## src/crc_pkg.sv

```systemverilog
// CRC-32 lane constants
`default_nettype none

package crc_pkg;

    // crc-32/mpeg-2, msb first, no reflection, no final xor
    localparam logic [31:0] crc_poly = 32'h04c1_1db7;

    // value after reset or clear
    localparam logic [31:0] crc_init = 32'hffff_ffff;

    // lanes are selected by address bits 5..4
    localparam int num_lanes = 4;
    localparam int lane_bits = 2;

    typedef logic [lane_bits-1:0] lane_idx_t;

endpackage

`default_nettype wire

```

## src/regs_pkg.sv

```systemverilog
// AXI4-Lite and register map types
`default_nettype none

package regs_pkg;

    localparam int addr_bits = 6;

    // register index, address bits 3..2
    localparam logic [1:0] reg_data = 2'd0;
    localparam logic [1:0] reg_ctrl = 2'd1;
    localparam logic [1:0] reg_crc  = 2'd2;

    localparam logic [1:0] resp_okay   = 2'b00;
    localparam logic [1:0] resp_slverr = 2'b10;

    typedef struct packed {
        logic [addr_bits-1:0] addr;
    } axil_aw_t;

    typedef struct packed {
        logic [31:0] data;
        logic [3:0]  strb;
    } axil_w_t;

    typedef struct packed {
        logic [addr_bits-1:0] addr;
    } axil_ar_t;

    typedef struct packed {
        logic [31:0] data;
        logic [1:0]  resp;
    } axil_r_t;

    // one cycle of work for one lane
    typedef struct packed {
        logic        push;
        logic        clear;
        logic [31:0] data;
    } lane_cmd_t;

    typedef struct packed {
        logic [31:0] crc;
        logic [31:0] count;
    } lane_stat_t;

endpackage

`default_nettype wire

```

## src/crc_lane.sv

```systemverilog
// CRC-32 lane engine
`timescale 1ns/10ps
`default_nettype none

module crc_lane (
    input  logic                 clock,
    input  logic                 rst_n,
    input  regs_pkg::lane_cmd_t  cmd,
    output regs_pkg::lane_stat_t stat
);

    logic [31:0] crc_q;
    logic [31:0] count_q;
    logic [31:0] crc_next;

    // all 32 data bits shifted in, msb first
    function automatic logic [31:0] crc_word(input logic [31:0] crc, input logic [31:0] data);
        logic [31:0] c;
        logic        fb;
        c = crc;
        for (int i = 31; i >= 0; i--) begin
            fb = c[31] ^ data[i];
            c  = {c[30:0], 1'b0};
            if (fb) begin
                c = c ^ crc_pkg::crc_poly;
            end
        end
        return c;
    endfunction

    always_comb begin
        crc_next = crc_word(crc_q, cmd.data);
    end

    // clear takes priority over push
    always_ff @(posedge clock) begin
        if (!rst_n || cmd.clear) begin
            crc_q   <= crc_pkg::crc_init;
            count_q <= '0;
        end else if (cmd.push) begin
            crc_q   <= crc_next;
            count_q <= count_q + 32'd1;
        end
    end

    assign stat.crc   = crc_q;
    assign stat.count = count_q;

endmodule

`default_nettype wire

```

## src/crc_dispatch.sv

```systemverilog
// AXI4-Lite write side dispatcher
`timescale 1ns/10ps
`default_nettype none

module crc_dispatch (
    input  logic                clock,
    input  logic                rst_n,
    input  logic                awvalid,
    output logic                awready,
    input  regs_pkg::axil_aw_t  aw,
    input  logic                wvalid,
    output logic                wready,
    input  regs_pkg::axil_w_t   w,
    output logic                bvalid,
    input  logic                bready,
    output logic [1:0]          bresp,
    output regs_pkg::lane_cmd_t lane_cmd [crc_pkg::num_lanes]
);

    crc_pkg::lane_idx_t            lane;
    logic [1:0]                    reg_idx;
    logic                          accept;
    logic                          full_strb;
    logic                          wr_push;
    logic                          wr_clear;
    logic                          wr_err;
    logic [crc_pkg::num_lanes-1:0] push_d;
    logic [crc_pkg::num_lanes-1:0] clear_d;
    logic [crc_pkg::num_lanes-1:0] push_q;
    logic [crc_pkg::num_lanes-1:0] clear_q;
    logic [31:0]                   data_q;

    // aw and w taken together, one write in flight
    assign accept  = awvalid & wvalid & ~bvalid;
    assign awready = accept;
    assign wready  = accept;

    assign lane      = aw.addr[5:4];
    assign reg_idx   = aw.addr[3:2];
    assign full_strb = &w.strb;

    always_comb begin
        wr_push  = 1'b0;
        wr_clear = 1'b0;
        wr_err   = 1'b0;
        case (reg_idx)
            regs_pkg::reg_data: begin
                wr_push = full_strb;
                wr_err  = ~full_strb;
            end
            regs_pkg::reg_ctrl: begin
                wr_clear = full_strb & w.data[0];
                wr_err   = ~full_strb;
            end
            // crc is read only, index 3 unmapped
            default: wr_err = 1'b1;
        endcase
    end

    always_comb begin
        for (int i = 0; i < crc_pkg::num_lanes; i++) begin
            push_d[i]  = accept & wr_push & (lane == crc_pkg::lane_idx_t'(i));
            clear_d[i] = accept & wr_clear & (lane == crc_pkg::lane_idx_t'(i));
        end
    end

    always_ff @(posedge clock) begin
        if (!rst_n) begin
            push_q  <= '0;
            clear_q <= '0;
            bvalid  <= 1'b0;
        end else begin
            push_q  <= push_d;
            clear_q <= clear_d;
            if (accept) begin
                bvalid <= 1'b1;
            end else if (bready) begin
                bvalid <= 1'b0;
            end
        end
    end

    always_ff @(posedge clock) begin
        if (accept) begin
            data_q <= w.data;
            bresp  <= wr_err ? regs_pkg::resp_slverr : regs_pkg::resp_okay;
        end
    end

    // data word shared, strobes per lane
    always_comb begin
        for (int i = 0; i < crc_pkg::num_lanes; i++) begin
            lane_cmd[i].push  = push_q[i];
            lane_cmd[i].clear = clear_q[i];
            lane_cmd[i].data  = data_q;
        end
    end

endmodule

`default_nettype wire

```

## src/crc_collect.sv

```systemverilog
// AXI4-Lite read side collector
`timescale 1ns/10ps
`default_nettype none

module crc_collect (
    input  logic                 clock,
    input  logic                 rst_n,
    input  logic                 arvalid,
    output logic                 arready,
    input  regs_pkg::axil_ar_t   ar,
    output logic                 rvalid,
    input  logic                 rready,
    output regs_pkg::axil_r_t    r,
    input  regs_pkg::lane_stat_t lane_stat [crc_pkg::num_lanes]
);

    crc_pkg::lane_idx_t   lane;
    logic [1:0]           reg_idx;
    logic                 accept;
    regs_pkg::lane_stat_t sel;
    regs_pkg::axil_r_t    r_d;

    // one read outstanding at a time
    assign accept  = arvalid & ~rvalid;
    assign arready = accept;

    assign lane    = ar.addr[5:4];
    assign reg_idx = ar.addr[3:2];
    assign sel     = lane_stat[lane];

    always_comb begin
        r_d.data = '0;
        r_d.resp = regs_pkg::resp_okay;
        case (reg_idx)
            // data is write only
            regs_pkg::reg_data: r_d.data = '0;
            regs_pkg::reg_ctrl: r_d.data = sel.count;
            regs_pkg::reg_crc:  r_d.data = sel.crc;
            default:            r_d.resp = regs_pkg::resp_slverr;
        endcase
    end

    always_ff @(posedge clock) begin
        if (!rst_n) begin
            rvalid <= 1'b0;
        end else if (accept) begin
            rvalid <= 1'b1;
        end else if (rready) begin
            rvalid <= 1'b0;
        end
    end

    // held until rready since accept is blocked meanwhile
    always_ff @(posedge clock) begin
        if (accept) begin
            r <= r_d;
        end
    end

endmodule

`default_nettype wire

```

## src/crc_accel_top.sv

```systemverilog
// four lane CRC-32 accelerator
`timescale 1ns/10ps
`default_nettype none

module crc_accel_top (
    input  logic               clock,
    input  logic               rst_n,
    input  logic               awvalid,
    output logic               awready,
    input  regs_pkg::axil_aw_t aw,
    input  logic               wvalid,
    output logic               wready,
    input  regs_pkg::axil_w_t  w,
    output logic               bvalid,
    input  logic               bready,
    output logic [1:0]         bresp,
    input  logic               arvalid,
    output logic               arready,
    input  regs_pkg::axil_ar_t ar,
    output logic               rvalid,
    input  logic               rready,
    output regs_pkg::axil_r_t  r
);

    regs_pkg::lane_cmd_t  lane_cmd  [crc_pkg::num_lanes];
    regs_pkg::lane_stat_t lane_stat [crc_pkg::num_lanes];

    crc_dispatch dispatch_i (
        .clock    (clock),
        .rst_n    (rst_n),
        .awvalid  (awvalid),
        .awready  (awready),
        .aw       (aw),
        .wvalid   (wvalid),
        .wready   (wready),
        .w        (w),
        .bvalid   (bvalid),
        .bready   (bready),
        .bresp    (bresp),
        .lane_cmd (lane_cmd)
    );

    for (genvar i = 0; i < crc_pkg::num_lanes; i++) begin : lane_g
        crc_lane lane_i (
            .clock (clock),
            .rst_n (rst_n),
            .cmd   (lane_cmd[i]),
            .stat  (lane_stat[i])
        );
    end

    crc_collect collect_i (
        .clock     (clock),
        .rst_n     (rst_n),
        .arvalid   (arvalid),
        .arready   (arready),
        .ar        (ar),
        .rvalid    (rvalid),
        .rready    (rready),
        .r         (r),
        .lane_stat (lane_stat)
    );

endmodule

`default_nettype wire

```

## config.mk

```make
export PLATFORM = sky130hd
export DESIGN_NAME = crc_accel_top
export DESIGN_NICKNAME = d
export VERILOG_FILES = /design/src/crc_pkg.sv /design/src/regs_pkg.sv /design/src/crc_lane.sv /design/src/crc_dispatch.sv /design/src/crc_collect.sv /design/src/crc_accel_top.sv
export SDC_FILE = /design/constraint.sdc
export NUM_CORES = 1
export LEC_CHECK = 0
export BUFFER_PORTS_ARGS = -buffer_cell sky130_fd_sc_hd__buf_4
export CAP_MARGIN = 10
export CORE_MARGIN = 5
export CORE_UTILIZATION = 60
export CTS_CLUSTER_DIAMETER = 50
export DETAILED_ROUTE_END_ITERATION = 8
export MAX_ROUTING_LAYER = met4
export PLACE_DENSITY = 0.78
export SYNTH_ARGS = -nofsm -noshare
export SYNTH_HDL_FRONTEND = slang
export SYNTH_SLANG_ARGS = --single-unit
```

## constraint.sdc

```tcl
create_clock -name clock -period 5.2 [get_ports clock]
set_input_delay 0.78 -clock clock [delete_from_list [all_inputs] [get_ports clock]]
set_output_delay 0.78 -clock clock [all_outputs]
set_load 0.02 [all_outputs]
```

==> metrics <==
status=complete, no violations; actual slew at the worst max-slew pin=1.15 ns; DR iter-0 viols=2363; top cell type's share of synthesized area=0.208; post-synthesis area per instance=10.7 um^2; Clock Sinks=332; dominant cells by area after synthesis=xnor2_1 21%, dfxtp_1 20%, xnor3_1 16%; area leader, netlist=xnor2_1; CTS H-tree depth=2; post-cts hold buffer count=0; Reg clk slew, reported paths=0.06 ns; Root Buffer=clkbuf_16; Final Hold Viols=0; Fillers=3373; NumNets Final=2689; num ports=96; Fmax achieved=201 MHz; period utilization=0.955; crit path DAT=5.45 ns; post-cts gate resize count=0; Ys Warns=0; Die ar.=0.0495 mm^2; Max FO, Critical Path=8; CP endpoint kind=register; Slew HR=0.232; critical path's top delay family=XOR/XNOR gates; number of CTS-inserted buffers=41; share of layout cells above drive strength 1=0.141; I/O Buffers=89; post-synthesis sequential area ratio=0.270; RSZ-0062 raised after global routing=false; Netlist cell types=50; first-pass GRT wire length=122 mm; vias in the first global route=19300; Slowest-stage cell, CP=edfxtp_1; Final setup viols=0; Rows=77; CP peak stage delay=0.81 ns; grt total ovfl=0; area delta synth->final=11.0%; number of synthesized flops with an enable pin=66; DP HPWL=64.0 mm; vias per cell=5.98; via count=19500; largest net degree at the start of global routing=65; core area=0.0444 mm^2; post-DR wirelength/cell=25.2 um; clock skew=0.0157 ns; # DRC=0; minimum clock period=4.96 ns; router iterations before antenna repair=6; Post-Syn Instances=2528; worst path buffer plus inverter count=0; most frequently used flop master after synthesis=dfxtp_1; Max Cap Viol=0; initial antenna violation count=3; Yosys reg bits=332; Die W=223 um; WP data required=5.69 ns; Post-CTS Setup Bufs=0; RD Place Congestion=1.07; All-Layer GR Usage=0.333; critical path type=reg -> reg; Total Wirelength=81.9 mm; ys async rst share=0; Setup TNS=0 ns; Hold WC Path Type=in -> reg; chip height=223 um; CTS tree=built; Worst-Skew Late Latency=0.57 ns; Slew Limit Fails=0; Mapped Area=0.0271 mm^2; worst path cell trace=xor2_2 > xnor3_1 > xor2_1 > xor3_1 > xnor2_1 > xnor2_2 > xnor3_1 > xnor2_1 > nor2_1 > o21ai_0; maximum clock path buffer count=3; DRT antenna net count=0; CP Launch Type=register; Starting Density=0.610
-- stage by stage --
stage                      util  worst slack [ns]  std cells  cell area [um^2]  hold slack (ns)
final                     0.677             0.236       3254             30100            0.380
after floorplan               -              1.13       2529             27100            0.455
after global placement    0.645             0.477       3174             28700            0.432
after global routing      0.677             0.171       3254             30100            0.368
after detailed placement  0.645             0.416       3174             28700            0.437
after CTS                 0.676             0.369       3249             30000            0.360
-- kinds of logic (layout without fill, tap and decap cells) --
group / Yosys count / in the layout / share of synthesized area
XOR/XNOR: 1178 / 1178 / 0.509
flip-flops: 332 / 332 / 0.270
multiplexers: 80 / 80 / 0.0592
other: 1 / 5 / 0.000138
buffers and inverters: 134 / 264 / 0.0208
AO/OA/AOI/OAI: 187 / 187 / 0.0398
AND/OR/NAND/NOR: 609 / 609 / 0.0984
adder cells (fa/ha/maj): 7 / 7 / 0.00323
-- flip-flops by register name (all words and copies together), names as in the netlist --
signal                 flops
dispatch_i.bresp           1
collect_i.rvalid           1
collect_i.r               33
lane_g.lane_i.crc_q      128
dispatch_i.data_q         32
dispatch_i.clear_q         4
lane_g.lane_i.count_q    128
dispatch_i.push_q          4
dispatch_i.bvalid          1
-- cell usage in the layout, fill, tap and decap left out, drive strengths merged, types with 54 or more instances in the layout --
cell,n
xnor2,683
edfxtp,66
mux4,64
dfxtp,266
xor2,278
nand2,131
buf,178
o21ai,100
clkbuf,54
xnor3,198
nor2,303
-- final timing paths --
check | slack (ns) | cells after the start | to | from
hold / removal | 0.38 | 1 | dispatch_i.data_q[27] | w[31]
setup / recovery | 0.24 | 10 | lane_g[3].lane_i.crc_q[12] | dispatch_i.data_q[29]
setup reg to reg | 0.24 | 10 | lane_g[3].lane_i.crc_q[12] | dispatch_i.data_q[29]
hold reg to reg | 0.45 | 2 | lane_g[3].lane_i.crc_q[24] | dispatch_i.clear_q[3]
-- area by class of cell --
| cell class | instances | area, um^2 | area share |
|---|---|---|---|
| tap | 592 | 741 | 0.0246 |
| sequential | 332 | 7310 | 0.243 |
| antenna | 3 | 7.51 | 0.000250 |
| timing repair buffer | 178 | 1380 | 0.0458 |
| multi-input combinational | 2063 | 19300 | 0.640 |
| clock inverter | 21 | 214 | 0.00711 |
| clock buffer | 54 | 1140 | 0.0378 |
| inverter | 11 | 41.3 | 0.00137 |
-- per-layer routing --
metal	part of all wire	GRT usage	wire, um	up-vias
li1	-	-	-	8671
met1	0.40	0.445	32900	9522
met2	0.45	0.497	36400	1026
met3	0.10	0.0759	8470	240
met4	0.050	0.130	4100	0
met5	0	-	0	-
-- Yosys cell counts (all sizes together) (10+ instances only) --
cell / instances
nor3: 21
and3: 29
a21oi: 29
nor2: 303
xor2: 278
inv: 10
xor3: 19
o211ai: 11
xnor3: 198
clkbuf: 84
dfxtp: 266
edfxtp: 66
a22oi: 32
mux2i: 16
buf: 39
nand2b: 13
or3: 22
nor2b: 13
o21ai: 100
nand3: 35
xnor2: 683
mux4: 64
nand4: 25
nand2: 131
-- worst register-to-register path, cell delays in order (launching register included) --
cell	delay, ns
edfxtp_1	0.81
xor2_2	0.55
xnor3_1	0.61
xor2_1	0.44
xor3_1	0.57
xnor2_1	0.56
xnor2_2	0.33
xnor3_1	0.57
xnor2_1	0.19
nor2_1	0.07
o21ai_0	0.20
Power is left out: the tool's default activity adds up to more than one toggle a clock period on the data nets, which glitch-free logic cannot reach.
